$ cat src/calc_pkg.sv
// Controller state encoding and request bundles for the arithmetic units
`default_nettype none

package calc_pkg;

    // Upper bound on the WIDTH parameter of every module
    localparam int MAX_WIDTH = 32;

    typedef enum logic [3:0] {
        WAIT_OP1,
        WAIT_MULT_OP1,
        ADD_KEY_OP1,
        WAIT_OP2,
        WAIT_MULT_OP2,
        ADD_KEY_OP2,
        SEND_TO_COMPUTE,
        WAIT_COMPUTE,
        SHOW_RESULT_ADDSUB,
        SHOW_RESULT_MULT
    } ctrl_state_e;

    // Operands sit in the low WIDTH bits, upper bits zero
    typedef struct packed {
        logic [MAX_WIDTH-1:0] operand_a;
        logic [MAX_WIDTH-1:0] operand_b;
        logic                 subtract;
    } addsub_req_t;

    typedef struct packed {
        logic [MAX_WIDTH-1:0] multiplicand;
        logic [MAX_WIDTH-1:0] multiplier;
    } mult_req_t;

endpackage

`default_nettype wire

$ cat src/key_pkg.sv
// Keypad operator codes and the per-cycle key event bundle
`default_nettype none

package key_pkg;

    // Operator keys as they arrive on operator_input
    typedef enum logic [2:0] {
        OP_NONE = 3'd0,
        OP_NEG  = 3'd1,
        OP_ADD  = 3'd2,
        OP_SUB  = 3'd3,
        OP_MUL  = 3'd4
    } op_code_e;

    // One cycle of keypad activity, 9 bits
    typedef struct packed {
        logic [3:0] digit;
        logic       digit_valid;
        op_code_e   op;
        logic       equal;
    } key_event_t;

endpackage

`default_nettype wire

$ cat src/add_sub_unit.sv
// Single-cycle registered adder-subtractor with start and finish pulses
`default_nettype none
`timescale 1ns/100ps

module add_sub_unit #(
    parameter int WIDTH = 16
) (
    input  logic                  clk,
    input  logic                  nRST,
    input  logic                  start,
    input  calc_pkg::addsub_req_t req,
    output logic [WIDTH-1:0]      result,
    output logic                  finish
);

    logic [WIDTH-1:0] op_a;
    logic [WIDTH-1:0] op_b;

    assign op_a = req.operand_a[WIDTH-1:0];
    assign op_b = req.operand_b[WIDTH-1:0];

    // Done one cycle after the start pulse
    always_ff @(posedge clk or negedge nRST) begin
        if (!nRST) begin
            finish <= 1'b0;
        end else begin
            finish <= start;
        end
    end

    // Wraps modulo 2**WIDTH in both directions
    always_ff @(posedge clk) begin
        if (start) begin
            if (req.subtract) begin
                result <= op_a - op_b;
            end else begin
                result <= op_a + op_b;
            end
        end
    end

endmodule

`default_nettype wire

$ cat src/calculator_top.sv
// Calculator core: key bundling, entry FSM, adder-subtractor and multiplier
`default_nettype none
`timescale 1ns/100ps

module calculator_top #(
    parameter int WIDTH = 16
) (
    input  logic             clk,
    input  logic             nRST,
    input  logic [3:0]       keypad_input,
    input  logic             read_input,
    input  logic [2:0]       operator_input,
    input  logic             equal_input,
    output logic             key_read,
    output logic             complete,
    output logic [WIDTH-1:0] display_output
);

    import key_pkg::*;
    import calc_pkg::*;

    key_event_t       key;
    addsub_req_t      addsub_req;
    mult_req_t        mult_req;
    logic             start_addsub;
    logic             start_mult;
    logic             addsub_finish;
    logic             mult_finish;
    logic [WIDTH-1:0] addsub_result;
    logic [WIDTH-1:0] mult_result;

    assign key = '{
        digit:       keypad_input,
        digit_valid: read_input,
        op:          op_code_e'(operator_input),
        equal:       equal_input
    };

    entry_controller #(.WIDTH(WIDTH)) u_ctrl (
        .clk            (clk),
        .nRST           (nRST),
        .key            (key),
        .addsub_req     (addsub_req),
        .start_addsub   (start_addsub),
        .addsub_result  (addsub_result),
        .addsub_finish  (addsub_finish),
        .mult_req       (mult_req),
        .start_mult     (start_mult),
        .mult_result    (mult_result),
        .mult_finish    (mult_finish),
        .key_read       (key_read),
        .complete       (complete),
        .display_output (display_output)
    );

    add_sub_unit #(.WIDTH(WIDTH)) u_addsub (
        .clk    (clk),
        .nRST   (nRST),
        .start  (start_addsub),
        .req    (addsub_req),
        .result (addsub_result),
        .finish (addsub_finish)
    );

    shift_add_mult #(.WIDTH(WIDTH)) u_mult (
        .clk    (clk),
        .nRST   (nRST),
        .start  (start_mult),
        .req    (mult_req),
        .result (mult_result),
        .finish (mult_finish)
    );

endmodule

`default_nettype wire

$ cat src/entry_controller.sv
// Operand entry FSM: digit accumulation, operator latch, dispatch and result display
`default_nettype none
`timescale 1ns/100ps

module entry_controller #(
    parameter int WIDTH = 16
) (
    input  logic                  clk,
    input  logic                  nRST,
    input  key_pkg::key_event_t   key,

    output calc_pkg::addsub_req_t addsub_req,
    output logic                  start_addsub,
    input  logic [WIDTH-1:0]      addsub_result,
    input  logic                  addsub_finish,

    output calc_pkg::mult_req_t   mult_req,
    output logic                  start_mult,
    input  logic [WIDTH-1:0]      mult_result,
    input  logic                  mult_finish,

    output logic                  key_read,
    output logic                  complete,
    output logic [WIDTH-1:0]      display_output
);

    import key_pkg::*;
    import calc_pkg::*;

    ctrl_state_e      state;
    ctrl_state_e      next_state;
    op_code_e         latched_op;
    logic [3:0]       latched_digit;
    logic [WIDTH-1:0] operand1;
    logic [WIDTH-1:0] operand2;

    logic op_valid;
    logic accept_digit;
    logic accept_op;
    logic accept_equal;
    logic send_addsub;
    logic send_mult;

    // Negate and undefined codes are not operators here
    assign op_valid = key.op inside {OP_ADD, OP_SUB, OP_MUL};

    assign send_addsub = (state == SEND_TO_COMPUTE) &&
                         (latched_op == OP_ADD || latched_op == OP_SUB);
    assign send_mult   = (state == SEND_TO_COMPUTE) && (latched_op == OP_MUL);

    always_comb begin
        next_state   = state;
        accept_digit = 1'b0;
        accept_op    = 1'b0;
        accept_equal = 1'b0;

        case (state)
            WAIT_OP1: begin
                // Operator wins over a digit in the same cycle
                if (op_valid) begin
                    accept_op  = 1'b1;
                    next_state = WAIT_OP2;
                end else if (key.digit_valid) begin
                    accept_digit = 1'b1;
                    next_state   = WAIT_MULT_OP1;
                end
            end

            WAIT_MULT_OP1: begin
                if (mult_finish) begin
                    next_state = ADD_KEY_OP1;
                end
            end

            ADD_KEY_OP1: next_state = WAIT_OP1;

            WAIT_OP2: begin
                if (key.equal) begin
                    accept_equal = 1'b1;
                    next_state   = SEND_TO_COMPUTE;
                end else if (key.digit_valid) begin
                    accept_digit = 1'b1;
                    next_state   = WAIT_MULT_OP2;
                end
            end

            WAIT_MULT_OP2: begin
                if (mult_finish) begin
                    next_state = ADD_KEY_OP2;
                end
            end

            ADD_KEY_OP2: next_state = WAIT_OP2;

            SEND_TO_COMPUTE: next_state = WAIT_COMPUTE;

            WAIT_COMPUTE: begin
                if (addsub_finish) begin
                    next_state = SHOW_RESULT_ADDSUB;
                end else if (mult_finish) begin
                    next_state = SHOW_RESULT_MULT;
                end
            end

            SHOW_RESULT_ADDSUB, SHOW_RESULT_MULT: next_state = WAIT_OP1;

            default: next_state = WAIT_OP1;
        endcase
    end

    // Request payload, held until the next start
    always_ff @(posedge clk) begin
        if (accept_digit) begin
            latched_digit <= key.digit;
            // Shift the operand being entered one decimal place
            if (state == WAIT_OP1) begin
                mult_req.multiplicand <= MAX_WIDTH'(operand1);
            end else begin
                mult_req.multiplicand <= MAX_WIDTH'(operand2);
            end
            mult_req.multiplier <= MAX_WIDTH'(10);
        end else if (send_mult) begin
            mult_req.multiplicand <= MAX_WIDTH'(operand1);
            mult_req.multiplier   <= MAX_WIDTH'(operand2);
        end

        if (send_addsub) begin
            addsub_req.operand_a <= MAX_WIDTH'(operand1);
            addsub_req.operand_b <= MAX_WIDTH'(operand2);
            addsub_req.subtract  <= (latched_op == OP_SUB);
        end
    end

    always_ff @(posedge clk or negedge nRST) begin
        if (!nRST) begin
            state          <= WAIT_OP1;
            latched_op     <= OP_NONE;
            operand1       <= '0;
            operand2       <= '0;
            start_addsub   <= 1'b0;
            start_mult     <= 1'b0;
            key_read       <= 1'b0;
            complete       <= 1'b0;
            display_output <= '0;
        end else begin
            state        <= next_state;
            key_read     <= accept_digit | accept_op | accept_equal;
            start_mult   <= accept_digit | send_mult;
            start_addsub <= send_addsub;
            complete     <= 1'b0;

            if (accept_op) begin
                latched_op <= key.op;
            end

            case (state)
                WAIT_MULT_OP1: begin
                    if (mult_finish) begin
                        operand1 <= mult_result;
                    end
                end

                ADD_KEY_OP1: operand1 <= operand1 + WIDTH'(latched_digit);

                WAIT_MULT_OP2: begin
                    if (mult_finish) begin
                        operand2 <= mult_result;
                    end
                end

                ADD_KEY_OP2: operand2 <= operand2 + WIDTH'(latched_digit);

                // Result shows up together with the complete pulse
                WAIT_COMPUTE: begin
                    if (addsub_finish) begin
                        display_output <= addsub_result;
                        complete       <= 1'b1;
                    end else if (mult_finish) begin
                        display_output <= mult_result;
                        complete       <= 1'b1;
                    end
                end

                // Next expression starts from zero
                SHOW_RESULT_ADDSUB, SHOW_RESULT_MULT: begin
                    operand1   <= '0;
                    operand2   <= '0;
                    latched_op <= OP_NONE;
                end

                default: ;
            endcase
        end
    end

endmodule

`default_nettype wire

$ cat src/shift_add_mult.sv
// Iterative shift-and-add multiplier, one multiplier bit per cycle
`default_nettype none
`timescale 1ns/100ps

module shift_add_mult #(
    parameter int WIDTH = 16
) (
    input  logic                clk,
    input  logic                nRST,
    input  logic                start,
    input  calc_pkg::mult_req_t req,
    output logic [WIDTH-1:0]    result,
    output logic                finish
);

    localparam int CNT_W = $clog2(WIDTH);
    localparam logic [CNT_W-1:0] LAST_STEP = CNT_W'(WIDTH - 1);

    logic             busy;
    logic [CNT_W-1:0] step;
    logic             last_step;
    logic [WIDTH-1:0] mcand;
    logic [WIDTH-1:0] mplier;
    logic [WIDTH-1:0] acc;
    logic [WIDTH-1:0] acc_next;

    assign last_step = (step == LAST_STEP);

    // Partial product for the current multiplier LSB
    assign acc_next = mplier[0] ? acc + mcand : acc;

    always_ff @(posedge clk or negedge nRST) begin
        if (!nRST) begin
            busy   <= 1'b0;
            step   <= '0;
            finish <= 1'b0;
        end else begin
            finish <= 1'b0;
            if (!busy) begin
                if (start) begin
                    busy <= 1'b1;
                    step <= '0;
                end
            end else begin
                step <= step + 1'b1;
                if (last_step) begin
                    busy   <= 1'b0;
                    finish <= 1'b1;
                end
            end
        end
    end

    // Starts while busy are ignored
    always_ff @(posedge clk) begin
        if (start && !busy) begin
            mcand  <= req.multiplicand[WIDTH-1:0];
            mplier <= req.multiplier[WIDTH-1:0];
            acc    <= '0;
        end else if (busy) begin
            acc    <= acc_next;
            mcand  <= mcand << 1;
            mplier <= mplier >> 1;
            if (last_step) begin
                result <= acc_next;
            end
        end
    end

endmodule

`default_nettype wire

$ cat config.mk
export PLATFORM = sky130hd
export DESIGN_NAME = calculator_top
export DESIGN_NICKNAME = d
export VERILOG_FILES = /design/src/calc_pkg.sv /design/src/key_pkg.sv /design/src/add_sub_unit.sv /design/src/calculator_top.sv /design/src/entry_controller.sv /design/src/shift_add_mult.sv
export SDC_FILE = /design/constraint.sdc
export NUM_CORES = 1
export LEC_CHECK = 0
export ABC_CLOCK_PERIOD_IN_PS = 5000
export BUFFER_PORTS_ARGS = -buffer_cell sky130_fd_sc_hd__buf_2
export CORE_UTILIZATION = 47
export DETAILED_ROUTE_END_ITERATION = 7
export HOLD_SLACK_MARGIN = 0.05
export RECOVER_POWER = 50
export SLEW_MARGIN = 20
export SYNTH_ARGS = -nofsm -noshare
export SYNTH_HDL_FRONTEND = slang
export SYNTH_SLANG_ARGS = --single-unit
$ cat constraint.sdc
create_clock -name clk -period 5 [get_ports clk]
set_input_delay 0 -clock clk [delete_from_list [all_inputs] [get_ports clk]]
set_output_delay 0 -clock clk [all_outputs]
set_load 0.1 [all_outputs]
Word level (Yosys, flattened, before mapping) --
Cells that the tools add are included.
Word-level totals: bits in registers 215, bits in latches 0, memory bits (writable) 0, ROM bits 0, input bits 11, output and inout bits 18, logic and storage cells 117, memories 0
Cells by class: add/subtract/negate cells 6, multipliers 0, divide/modulo/power cells 0, $lt $le $gt $ge 0, equality and inequality tests 21, shifts and indexed selects 0, muxes and demuxes 42, bitwise operators 4, reduce and logical (&&, ||, !) cells 20
Operators by type and width (number):
- 16-bit 2-to-1 mux | 9
- 48-bit 2-to-1 mux | 2
- 16-bit one-hot mux with 3 select lines | 2
- 4-bit 2-to-1 mux | 10
- 16-bit adder | 2
- 16-bit by 4-bit adder with 16-bit output | 2
- 4-bit one-hot mux with 7 select lines | 1
- 4-bit by 3-bit == test with 1-bit output, second input constant | 4
- 16-bit subtractor | 1
- 1-bit 2-to-1 mux | 15
- 3-bit by 2-bit == test with 1-bit output, second input constant | 4
- 4-bit == test, second input constant | 3
- 2-bit nonzero test | 5
- 3-bit nonzero test | 3
- 4-bit by 2-bit == test with 1-bit output, second input constant | 2
- 3-bit == test, second input constant | 2
- 3-bit 2-to-1 mux | 2
- 2-bit AND reduction | 3
- 5-bit AND reduction | 1
- 4-bit by 1-bit adder with 4-bit output, second input constant | 1
- 4-bit by 1-bit == test with 1-bit output, second input constant | 1
- 4-bit logical NOT | 1
- 2-bit by 1-bit inequality test with 1-bit output, second input constant | 2
- 1-bit logical AND | 3
- other kinds (10) | 12

Logic depth before layout (Yosys ltp) --
Gate-level depths: netlist of run 1.
depth after elaboration 6, gate-level depth with buffers 13, gate-level depth less buffers 13

Hierarchy --
A second synthesis of run 1 with hierarchy kept.
Second synthesis, totals: cell total of the unflattened synthesis 1054, area, all modules 11636.2 um^2
By module, submodules not included:
- entry_controller | instances 1, cells an instance 621, area an instance 6558.8 um^2, seq. area each 3388.2 um^2
- shift_add_mult | instances 1, cells an instance 280, area an instance 3583.4 um^2, seq. area each 1911.8 um^2
- add_sub_unit | instances 1, cells an instance 153, area an instance 1493.9 um^2, seq. area each 505.5 um^2

Worst setup path after synthesis of run 1 --
No wires, ideal clock.
path kind flip-flop to flip-flop, start register, netlist name u_ctrl.addsub_req[4], end register u_addsub.result[14] (data pin), arrival 2.766 ns, data required time 4.731 ns, setup slack 1.966 ns, cell stages (with the launch flop) 12, path buffers 0, clock period less this slack 3.034 ns, cell sequence edfxtp_1 > or3_1 > nor3b_1 > a21oi_1 > xnor2_1 > ha_1 > a21o_1 > a21o_1 > a211o_1 > a21oi_1 > o31ai_1 > xor2_1
Between the ends: word-level cells in the longest chain between the ends 2, elaborated cells between the ends (all ways) 3
Ends and longest elaborated chain:
- 16-bit adder / 16-bit subtractor (equally long branches) | RTL line add_sub_unit.sv:37, add_sub_unit.sv:35
- 16-bit 2-to-1 mux * | RTL line add_sub_unit.sv:34 | if (req.subtract) begin
- to (signal assigned) | RTL line add_sub_unit.sv:35 | result <= op_a - op_b;
- to (signal assigned) | RTL line add_sub_unit.sv:37 | result <= op_a + op_b;
- to (decl) | RTL line add_sub_unit.sv:12 | output logic [WIDTH-1:0] result,
Mark *: on every way between the ends. The rest lies on a longest branch, timed or not. A chain may end at the register's enable or synchronous reset.

Worst setup path in the final report of run 1 --
start register, netlist name u_ctrl.addsub_req[4], end register u_addsub.result[15] (data pin)
Between the ends: word-level cells in the longest chain between the ends 2, elaborated cells between the ends (all ways) 3
Ends and longest elaborated chain (RTL line):
- 16-bit adder / 16-bit subtractor (equally long branches) | add_sub_unit.sv:37, add_sub_unit.sv:35
- 16-bit 2-to-1 mux * | add_sub_unit.sv:34
Marks and branches as above.

==> results of run 1 <==
==> area by class of cell <==
class                           instances  area, um2
Clock buffer                           32        692
Clock inverter                         14        181
Fill cell                            2017      10400
Inverter                               28        105
Multi-Input combinational cell        732       4890
Sequential cell                       215       5810
Tap cell                              313        392
Timing Repair Buffer                   56        343
==> registers in the layout, indices dropped and copies added, names as in the netlist, 3 cells and up <==
signal                 cells
u_mult.step                4
u_mult.mcand              16
u_ctrl.display_output     16
u_ctrl.operand1           16
u_ctrl.operand2           16
u_ctrl.latched_op          3
u_ctrl.latched_digit       4
u_ctrl.state               4
u_mult.mplier             16
u_mult.acc                16
u_addsub.result           16
u_ctrl.addsub_req         33
u_mult.result             16
u_ctrl.mult_req           32
==> worst max-delay path: cells and delay by family (launching register included) <==
| family | cells | cell delay, ns |
|---|---|---|
| compound gates | 3 | 1.15 |
| xor+xnor | 2 | 0.21 |
| fa+ha+maj | 1 | 0.36 |
| flops | 1 | 0.44 |
| simple gates | 3 | 1.02 |
==> power groups by stage <==
stage	registers (mW)	logic, mW	clock network [mW]
floorplan	3.18	2.16	0
global placement	3.10	2.97	0
detailed placement	3.11	3.00	0
CTS	3.08	3.05	1.95
global route	3.17	3.34	2.02
finish	3.10	3.02	1.92
==> through the flow <==
| step | utilization, % | instances |
|---|---|---|
| floorplan | - | 1020 |
| detailed placement | 50.2 | 1329 |
| finish | 54.5 | 1390 |
| CTS | 54.7 | 1390 |
| global placement | 50.2 | 1329 |
| global route | 54.5 | 1390 |
==> cells in the final DEF (no fill, tap or decap), types with 30 or more instances in the layout <==
cell,count
nand3_1,31
nand2_1,89
mux2_2,35
xnor2_1,35
nor2_1,83
ha_1,40
mux2i_1,30
edfxtp_1,117
dfrtp_1,66
dfxtp_1,32
o21ai_0,56
a21oi_1,106
==> per-layer routing <==
metal | part of all wire [%] | up-vias
met2 | 47 | 173
li1 | - | 3854
met5 | 0 | -
met4 | 2.2 | 0
met3 | 4.0 | 35
met1 | 47 | 3725
==> worst max path at each step <==
stage	startpoint	end	slack, ns
after floorplan	u_ctrl.addsub_req[4]	u_addsub.result[14]	1.97
after global placement	u_ctrl.addsub_req[4]	u_addsub.result[15]	1.59
after detailed placement	u_ctrl.addsub_req[4]	u_addsub.result[15]	1.56
after CTS	u_ctrl.addsub_req[4]	u_addsub.result[15]	1.54
after global routing	u_ctrl.addsub_req[4]	u_addsub.result[15]	1.29
final	u_ctrl.addsub_req[4]	u_addsub.result[15]	1.57
==> what timing repair did <==
action                                 4_1_cts  5_1_grt
endpoints found under the hold margin       77        0
hold buffers                                15        0
resized for setup                            0        0
buffers inserted                             0        0
==> kinds of logic (layout without fill, tap and decap cells) <==
logic type	after synthesis	in the layout	synth area share (%)
AOI/OAI and AO/OA	284	284	16.4
buffers and inverters	73	130	2.55
DFF	215	215	52.9
xor gates and xnor gates	46	46	3.67
adders and majority gates	44	44	5.29
and+or+nand+nor	290	290	12.6
muxes	68	68	6.64
==> impl_metrics.py, run 1 <==
metrics = {
    "run_status": {
        "status": "finished, final reports clean",
    },
    "drt": {
        "vias": 7787,
        "dr.pass1.iters": 5,
        "drt_iter0_markers": 669,
        "wire_per_inst_um": 18.6,
        "drc": 0,
        "via_per_inst": 5.60,
        "wirelength_um": 25900,
        "detail-route-antenna-nets": 0,
    },
    "global_route": {
        "top_usage_layer": "met2",
        "grt_max_degree": 67,
        "grt_pass1_vias": 7310,
        "antenna_found_initial": 0,
        "grt_use_total_pct": 21.9,
        "grt_first_pass_wirelength_um": 40800,
        "grtUsageMet1_pct": 30.9,
        "grt_overflow": 0,
        "grtUsageMet2_pct": 35.3,
        "grt_use_met3_pct": 3.11,
    },
    "yosys": {
        "syn_inst": 1020,
        "synth-edff-count": 117,
        "yosysTopAreaCellShare_pct": 32.0,
        "synth.ff_latch_count": 215,
        "ys_async_sr_fraction_pct": 30.7,
        "syn_area_mm2": 0.0110,
        "ys_warn_count": 0,
        "synth_nets": 1075,
        "yosysMostFrequentCell": "edfxtp_1",
        "ys_seq_area_share_pct": 52.9,
        "synth.area.top_cells": "edfxtp_1, dfrtp_1, dfxtp_1",
        "synth_cell_type_count": 73,
        "synth_top_area_cell": "edfxtp_1",
        "yosys-top-cells-count": "edfxtp_1, a21oi_1, nand2_1",
        "syn_avg_cell_area_um2": 10.8,
        "synthFlopType": "edfxtp_1",
    },
    "clocking": {
        "cts-root-buf": "clkbuf_16",
        "clock_latency_ns": 0.52,
        "numCtsBuffers": 25,
        "cts.sinks": 215,
        "clock_path_buffers": 3,
        "htree_levels": 1,
        "cts_tree": "yes",
        "cts.clk_slew.worst_paths_ns": 0.06,
    },
    "floorplanning": {
        "die_w_um": 155,
        "start_util_pct": 48.2,
        "num_rows": 55,
        "die-area_mm2": 0.0240,
        "core-area_mm2": 0.0228,
        "io_pins": 29,
        "dieHeight_um": 155,
    },
    "run": {
        "cap_violations": 0,
    },
    "critical_path": {
        "reg2reg_slack_ns": 1.57,
        "crit-reg2reg-launch": "u_ctrl.addsub_req[4]",
        "max_stage_delay_ns": 0.66,
        "arrival_ns": 3.70,
        "end_kind": "register",
        "crit_type": "register to register",
        "rr_worst_depth": 9,
        "cp_cell_sequence": "or3_1 -> nor3b_1 -> a21oi_1 -> xnor2_1 -> ha_1 -> nand2_1 -> o41ai_1 -> o221a_2 -> xnor2_1",
        "rr_endpoint": "u_addsub.result[15]",
        "crit_fanout": 5,
        "crit_top_cell": "xnor2_1",
        "cp_slowest_cell": "o41ai_1",
        "cp-start-kind": "register",
        "crit_required_ns": 5.27,
    },
    "sta": {
        "setup_ws_ns": 1.57,
        "finClkSkew_ns": 0.00936,
        "finalHoldViolCount": 0,
        "finalSetupTns_ns": 0,
        "finalCritPeriodShare_pct": 68.6,
        "slew_headroom_pct": 1.88,
        "setup_viol": 0,
        "clock.fmax_mhz": 292,
        "slew_viol_final": 0,
        "whs_ns": 0.186,
        "fin_crit_ns": 3.43,
        "worst_pin_slew_ns": 1.47,
        "rsz0062_at_grt": "no",
    },
    "pwr": {
        "sw_frac_of_total_pct": 38.4,
        "power.share.clock_pct": 23.9,
        "total_power_mw": 8.04,
        "pwr-share-seq_pct": 38.6,
        "intPower_mw": 4.95,
        "combPwrFrac_pct": 37.5,
        "power.leakage_nw": 4.98,
        "vdd_drop_max_mv": 0.372,
        "powerDensity_mw_per_mm2": 647,
        "power.switching_mw": 3.09,
    },
    "placed_design": {
        "numPortBuffers": 28,
        "dp_hpwl_um": 18100,
        "pre_cts_slack_ns": 1.56,
        "gp_congestion": 0.874,
        "placed_area_mm2": 0.0114,
    },
    "cells_and_area": {
        "area_growth_pct": 13.1,
        "antenna_cells": 0,
        "drive_gt1_share_pct": 9.84,
        "fin_nets": 1113,
        "finalInstanceArea_mm2": 0.0124,
    },
    "worst_hold_path": {
        "hold_end": "u_ctrl.latched_digit[3]",
        "hold_depth": 2,
        "min_path_type": "primary input to register",
        "min-delay-start": "keypad_input[3]",
    },
}
Power figures use the tool's default switching activity.
==> run 2: changes to the inputs <==
--- a/config.mk
+++ b/config.mk
@@ -5,11 +5,13 @@
 export SDC_FILE = /design/constraint.sdc
 export NUM_CORES = 1
 export LEC_CHECK = 0
-export ABC_CLOCK_PERIOD_IN_PS = 5000
+export ABC_AREA = 1
+export ABC_CLOCK_PERIOD_IN_PS = 2760
 export BUFFER_PORTS_ARGS = -buffer_cell sky130_fd_sc_hd__buf_2
 export CORE_UTILIZATION = 47
 export DETAILED_ROUTE_END_ITERATION = 7
 export HOLD_SLACK_MARGIN = 0.05
+export PLACE_DENSITY = 0.65
 export RECOVER_POWER = 50
 export SLEW_MARGIN = 20
 export SYNTH_ARGS = -nofsm -noshare
==> constraint.sdc (replaced) <==
create_clock -name clk -period 2.76 [get_ports clk]
set_input_delay 0 -clock clk [delete_from_list [all_inputs] [get_ports clk]]
set_output_delay 0 -clock clk [all_outputs]
set_load 0.1 [all_outputs]
==> impl_metrics.py, run 2 <==
metrics = {
    "run_status": {
        "status": "finished with violations",
        "failed_checks": "capacitance limit, slew limit",
    },
    "cells_and_area": {
        "antenna_cells": 0,
        "final_cell_mix": "nand2_1, inv_1, edfxtp_1",
        "area_growth_pct": 14.2,
        "largest_register_ffs": 33,
        "fin_cells": 1715,
        "finalInstanceArea_mm2": 0.0131,
        "drive_gt1_share_pct": 11.5,
        "regMostFlops": "u_ctrl.addsub_req",
        "reg_top3": "u_ctrl.addsub_req: 33 flops, u_ctrl.mult_req: 32 flops",
        "fin_nets": 1432,
        "final_common_cell": "nand2_1",
    },
    "critical_path": {
        "cp-start-kind": "register",
        "arrival_ns": 2.90,
        "crit_required_ns": 3.03,
        "crit_fanout": 3,
        "crit_type": "register to register",
        "end_kind": "register",
        "rr_worst_depth": 14,
    },
    "floorplanning": {
        "num_rows": 56,
        "dieHeight_um": 158,
        "die_w_um": 158,
        "io_pins": 29,
        "die-area_mm2": 0.0251,
        "core-area_mm2": 0.0237,
        "start_util_pct": 48.5,
    },
    "placed_design": {
        "placed_area_mm2": 0.0121,
        "numPortBuffers": 28,
        "pre_cts_slack_ns": 0.0511,
        "gp_congestion": 0.908,
        "dp_hpwl_um": 21500,
        "dp_cells": 1650,
    },
    "drt": {
        "top_layer": "met5",
        "via_per_inst": 5.27,
        "wl_met3_um": 1460,
        "dr.pass1.iters": 5,
        "drc": 0,
        "wirelength_um": 29100,
        "drt_iter0_markers": 685,
        "detail-route-antenna-nets": 0,
        "met2_length_um": 13200,
        "vias": 9039,
        "wl_met1_um": 13400,
        "wire_per_inst_um": 17.0,
    },
    "global_route": {
        "grt_overflow": 0,
        "grt_first_pass_wirelength_um": 46100,
        "grt_max_degree": 61,
        "grt_pass1_vias": 8484,
        "antenna_found_initial": 1,
        "grt_use_total_pct": 24.1,
    },
    "pwr": {
        "total_power_mw": 15.0,
        "vdd_drop_max_mv": 0.805,
        "power.leakage_nw": 5.88,
        "powerDensity_mw_per_mm2": 1140,
    },
    "clocking": {
        "cts_tree": "yes",
        "cts-root-buf": "clkbuf_16",
        "clock_latency_ns": 0.52,
        "htree_levels": 1,
        "numCtsBuffers": 25,
        "cts.clk_slew.worst_paths_ns": 0.06,
        "cts.sinks": 215,
        "clock_path_buffers": 3,
    },
    "sta": {
        "setup_viol": 0,
        "rsz0062_at_grt": "yes",
        "finalCritPeriodShare_pct": 95.2,
        "setup_ws_ns": 0.133,
        "slew_headroom_pct": -12.1,
        "finClkSkew_ns": 0.0133,
        "worst_pin_slew_ns": 1.68,
        "clock.fmax_mhz": 381,
        "finalHoldViolCount": 0,
        "slew_viol_final": 61,
        "fin_crit_ns": 2.63,
    },
    "yosys": {
        "synth_cell_type_count": 47,
        "yosys-top-cells-count": "nand2_1, inv_1, edfxtp_1",
        "syn_inst": 1314,
        "synth_top_area_cell": "edfxtp_1",
        "syn_avg_cell_area_um2": 8.74,
        "syn_area_mm2": 0.0115,
        "ys_async_sr_fraction_pct": 30.7,
        "synth_nets": 1369,
        "yosysTopAreaCellShare_pct": 30.6,
        "synth-edff-count": 117,
        "synthFlopType": "edfxtp_1",
        "synth.ff_latch_count": 215,
        "ys_warn_count": 0,
        "synth.area.top_cells": "edfxtp_1, dfrtp_1, nand2_1",
        "yosysMostFrequentCell": "nand2_1",
        "ys_seq_area_share_pct": 50.6,
    },
    "worst_hold_path": {
        "min_path_type": "primary input to register",
        "hold_depth": 2,
    },
    "run": {
        "cap_violations": 1,
    },
}
==> run 2: changes by cell type after synthesis, sizes merged, moves of 10 or more <==
| cell | before | now |
|---|---|---|
| mux2i | 30 | 0 |
| xor2 | 11 | 22 |
| o21ai | 57 | 100 |
| nand2b | 10 | 0 |
| or2 | 1 | 21 |
| xnor2 | 35 | 9 |
| nand2 | 89 | 338 |
| a21o | 19 | 5 |
| clkbuf | 34 | 21 |
| nor2b | 11 | 0 |
| nand3 | 32 | 84 |
| a21oi | 106 | 58 |
| and3 | 12 | 0 |
| inv | 26 | 172 |
==> run 2: path summary, 6_finish.rpt <==
path                                           start                 endpoint  slack, ns
min in group asynchronous                       nRST          u_ctrl.state[0]       0.47
worst max register to register  u_ctrl.addsub_req[5]      u_addsub.result[11]       0.13
worst min register to register        u_mult.acc[10]           u_mult.acc[10]       0.47
worst min-delay path                 keypad_input[1]  u_ctrl.latched_digit[1]       0.21
worst max-delay path            u_ctrl.addsub_req[5]      u_addsub.result[11]       0.13
max in group asynchronous                       nRST          u_ctrl.complete       1.15
==> run 2: cells by family after synthesis <==
family / after synthesis / synth area share [%]
buffers and inverters: 210 / 7.22
XOR/XNOR: 31 / 2.36
AND/OR/NAND/NOR: 563 / 20.8
multiplexers: 30 / 2.94
flip-flops: 215 / 50.6
adder cells (fa/ha/maj): 44 / 5.06
AO/OA/AOI/OAI: 221 / 11.0
==> run 2: routing by layer <==
layer	vias up	GRT usage, %
met5	-	0
met4	2	8.06
met3	57	3.35
met2	246	37.4
met1	4258	34.8
li1	4476	-
==> run 2: timing repair <==
action                                 CTS  global route
setup endpoints to repair                0             8
endpoints found under the hold margin   77             0
hold buffers                            14             0
gates resized for setup                  0            29
setup buffers                            0             5
==> run 2: metrics by stage <==
stage / hold slack [ns] / util [%] / setup TNS, ns
6_report: 0.205 / 55.4 / 0
5_1_grt: 0.196 / 55.4 / -0.189
3_3_place_gp: -0.145 / 50.9 / 0
4_1_cts: 0.0718 / 55.0 / 0
2_1_floorplan: -0.296 / - / 0
3_5_place_dp: -0.144 / 50.9 / 0
==> run 2: critical path, cell delays in order (launching register included) <==
cell      delay (ns)
edfxtp_1        0.44
nor3_2          0.26
nand3_2         0.19
nand2_2         0.10
xor2_1          0.15
inv_1           0.05
ha_1            0.31
inv_2           0.09
o21ai_0         0.11
a21oi_1         0.13
nand2_1         0.10
nand2_1         0.06
nand2_1         0.10
buf_4           0.16
xor2_1          0.13
==> run 2: layout make-up <==
class	count	area [um2]
clock buffers	31	658
clock inverters	15	150
fillers	2221	10600
inverters	174	653
multi-input cells	889	4990
flip-flops and latches	215	5810
well taps	319	399
repair buffers	72	459
==> run 2: report_power, final <==
part,switching (mW),total [mW],internal [mW]
combinational,3.90,6.05,2.15
clock,1.31,3.28,1.97
sequential,0.989,5.68,4.69
total,6.20,15.0,8.80
==> run 3: changes to the inputs <==
--- a/config.mk
+++ b/config.mk
@@ -8,10 +8,11 @@
 export ABC_AREA = 1
 export ABC_CLOCK_PERIOD_IN_PS = 2760
 export BUFFER_PORTS_ARGS = -buffer_cell sky130_fd_sc_hd__buf_2
-export CORE_UTILIZATION = 47
+export CORE_MARGIN = 8
+export CORE_UTILIZATION = 57
 export DETAILED_ROUTE_END_ITERATION = 7
 export HOLD_SLACK_MARGIN = 0.05
-export PLACE_DENSITY = 0.65
+export PLACE_DENSITY = 0.83
 export RECOVER_POWER = 50
 export SLEW_MARGIN = 20
 export SYNTH_ARGS = -nofsm -noshare
==> impl_metrics.py, run 3 (synthesized netlist as in run 2, its figures left out) <==
metrics = {
    "run_status": {
        "status": "finished with violations",
        "failed_checks": "capacitance limit, slew limit",
    },
    "pwr": {
        "power.share.clock_pct": 21.0,
        "powerDensity_mw_per_mm2": 1150,
        "power.switching_mw": 6.20,
        "vdd_drop_max_mv": 0.763,
        "sw_frac_of_total_pct": 41.6,
        "pwr-share-seq_pct": 38.2,
        "power.leakage_nw": 5.83,
        "intPower_mw": 8.70,
        "combPwrFrac_pct": 40.8,
    },
    "drt": {
        "detail-route-antenna-nets": 0,
        "drt_iter0_markers": 857,
        "drc": 0,
        "dr.pass1.iters": 6,
        "wire_per_inst_um": 17.7,
        "via_per_inst": 5.70,
        "wirelength_um": 29300,
        "vias": 9455,
    },
    "critical_path": {
        "reg2reg_slack_ns": 0.11,
        "cp_cell_sequence": "nor3_2 -> buf_4 -> nand3_2 -> nor2_4 -> a21oi_1 -> xor2_1 -> inv_1 -> ha_2 -> inv_1 -> o21bai_2 -> a31oi_1 -> nand2_2 -> buf_4 -> xor2_1",
        "crit-reg2reg-launch": "u_ctrl.addsub_req[5]",
        "rr_worst_depth": 14,
        "rr_endpoint": "u_addsub.result[11]",
        "crit_required_ns": 3.09,
        "crit_fanout": 5,
        "cp_slowest_cell": "edfxtp_1",
        "cp-start-kind": "register",
        "crit_type": "register to register",
        "end_kind": "register",
        "max_stage_delay_ns": 0.41,
        "arrival_ns": 2.97,
    },
    "cells_and_area": {
        "drive_gt1_share_pct": 10.6,
        "fin_nets": 1426,
        "reg_top3": "u_ctrl.addsub_req: 33 flops, u_ctrl.mult_req: 32 flops",
        "finalCoreUtilization_pct": 64.7,
        "area_growth_pct": 12.6,
        "largest_register_ffs": 33,
        "final_common_cell": "nand2_1",
        "regMostFlops": "u_ctrl.addsub_req",
        "final_cell_mix": "nand2_1, inv_1, edfxtp_1",
    },
    "clocking": {
        "cts_tree": "yes",
        "cts.clk_slew.worst_paths_ns": 0.06,
        "htree_levels": 1,
        "clock_latency_ns": 0.50,
        "cts-root-buf": "clkbuf_16",
        "cts.sinks": 215,
        "clock_path_buffers": 3,
        "numCtsBuffers": 23,
    },
    "sta": {
        "fin_crit_ns": 2.65,
        "worst_pin_slew_ns": 1.63,
        "finClkSkew_ns": 0.00808,
        "slew_viol_final": 27,
        "finalHoldViolCount": 0,
        "setup_viol": 0,
        "finalCritPeriodShare_pct": 95.9,
        "clock.fmax_mhz": 378,
        "whs_ns": 0.205,
        "rsz0062_at_grt": "yes",
        "slew_headroom_pct": -8.35,
    },
    "global_route": {
        "grt_first_pass_wirelength_um": 46800,
        "antenna_found_initial": 0,
        "grt_overflow": 0,
        "grt_use_total_pct": 23.9,
        "grt_max_degree": 42,
        "grt_pass1_vias": 9064,
    },
    "floorplanning": {
        "core-area_mm2": 0.0200,
        "start_util_pct": 57.5,
        "die-area_mm2": 0.0249,
        "die_w_um": 158,
        "io_pins": 29,
        "num_rows": 52,
        "dieHeight_um": 158,
    },
    "run": {
        "cap_violations": 1,
    },
    "placed_design": {
        "numPortBuffers": 28,
        "gp_congestion": 1.01,
        "dp_hpwl_um": 21400,
    },
    "worst_hold_path": {
        "min-delay-start": "keypad_input[3]",
        "hold_end": "u_ctrl.latched_digit[3]",
        "hold_depth": 2,
        "min_path_type": "primary input to register",
    },
}
## run 3: cell types whose count changed in the layout (fill, tap and decap cells not counted), sizes merged
| cell | before | now |
|---|---|---|
| clkinv | 13 | 5 |
| buf | 30 | 27 |
| clkbuf | 59 | 62 |
| diode | 0 | 1 |
| dlygate4sd3 | 14 | 13 |
## run 3: final cells by class
class / instances / area, um2
fillers: 1650 / 7050
flip-flops and latches: 215 / 5810
multi-input cells: 889 / 4940
inverters: 174 / 653
clock buffers: 34 / 647
repair buffers: 68 / 422
well taps: 270 / 338
clock inverters: 7 / 113
diodes: 1 / 2.50
## run 3: routing by layer
metal  up-vias  wire length, um  GRT usage (%)
li1       4466                -              -
met1      4480            11700           30.9
met2       409            13800           39.0
met3       100             2400           3.82
met4         0             1440           10.7
met5         -                0              0
## run 3: how the worst max path moves through the flow
stage | from | end | slack, ns | depth (start not counted)
floorplan | u_ctrl.addsub_req[8] | u_addsub.result[14] | 0.27 | 16
global placement | u_ctrl.addsub_req[6] | u_addsub.result[15] | 0.14 | 15
detailed placement | u_ctrl.addsub_req[6] | u_addsub.result[15] | 0.0009 | 15
CTS | u_ctrl.addsub_req[6] | u_addsub.result[15] | 0.03 | 14
global route | u_ctrl.addsub_req[5] | u_addsub.result[15] | -0.07 | 16
finish | u_ctrl.addsub_req[5] | u_addsub.result[11] | 0.11 | 14
## run 3: stage by stage
stage / total power, mW / TNS, ns / instances / worst slack, ns / cell area [um2]
after floorplan: 10.0 / 0 / 1314 / 0.270 / 11500
after global placement: 11.4 / 0 / 1598 / 0.140 / 12000
after detailed placement: 11.6 / 0 / 1598 / 0.000924 / 12000
after CTS: 14.9 / 0 / 1652 / 0.0282 / 12900
after global routing: 15.9 / -0.231 / 1657 / -0.0677 / 12900
final: 14.9 / 0 / 1658 / 0.113 / 12900
## run 3: what timing repair did
item,4_1_cts,5_1_grt
pin swaps,0,8
endpoints found under the hold margin,63,0
hold buffers,13,0
endpoints found under the setup margin,1,7
buffers inserted,0,5
resized for setup,1,25
## run 3: critical path, delay by kind of cell (launching register included)
kind | cells | cell delay (ns)
buffers and inverters | 4 | 0.40
adder cells (fa/ha/maj) | 1 | 0.37
AO/OA/AOI/OAI | 3 | 0.36
XOR/XNOR | 2 | 0.34
AND/OR/NAND/NOR | 4 | 0.58
flip-flops | 1 | 0.41
## run 3: power groups by stage
stage / sequential [mW] / combinational (mW) / clock, mW
final: 5.69 / 6.07 / 3.13
after detailed placement: 5.69 / 5.94 / 0
after global placement: 5.65 / 5.73 / 0
after floorplan: 5.72 / 4.30 / 0
after global routing: 5.77 / 6.79 / 3.30
after CTS: 5.64 / 6.05 / 3.17
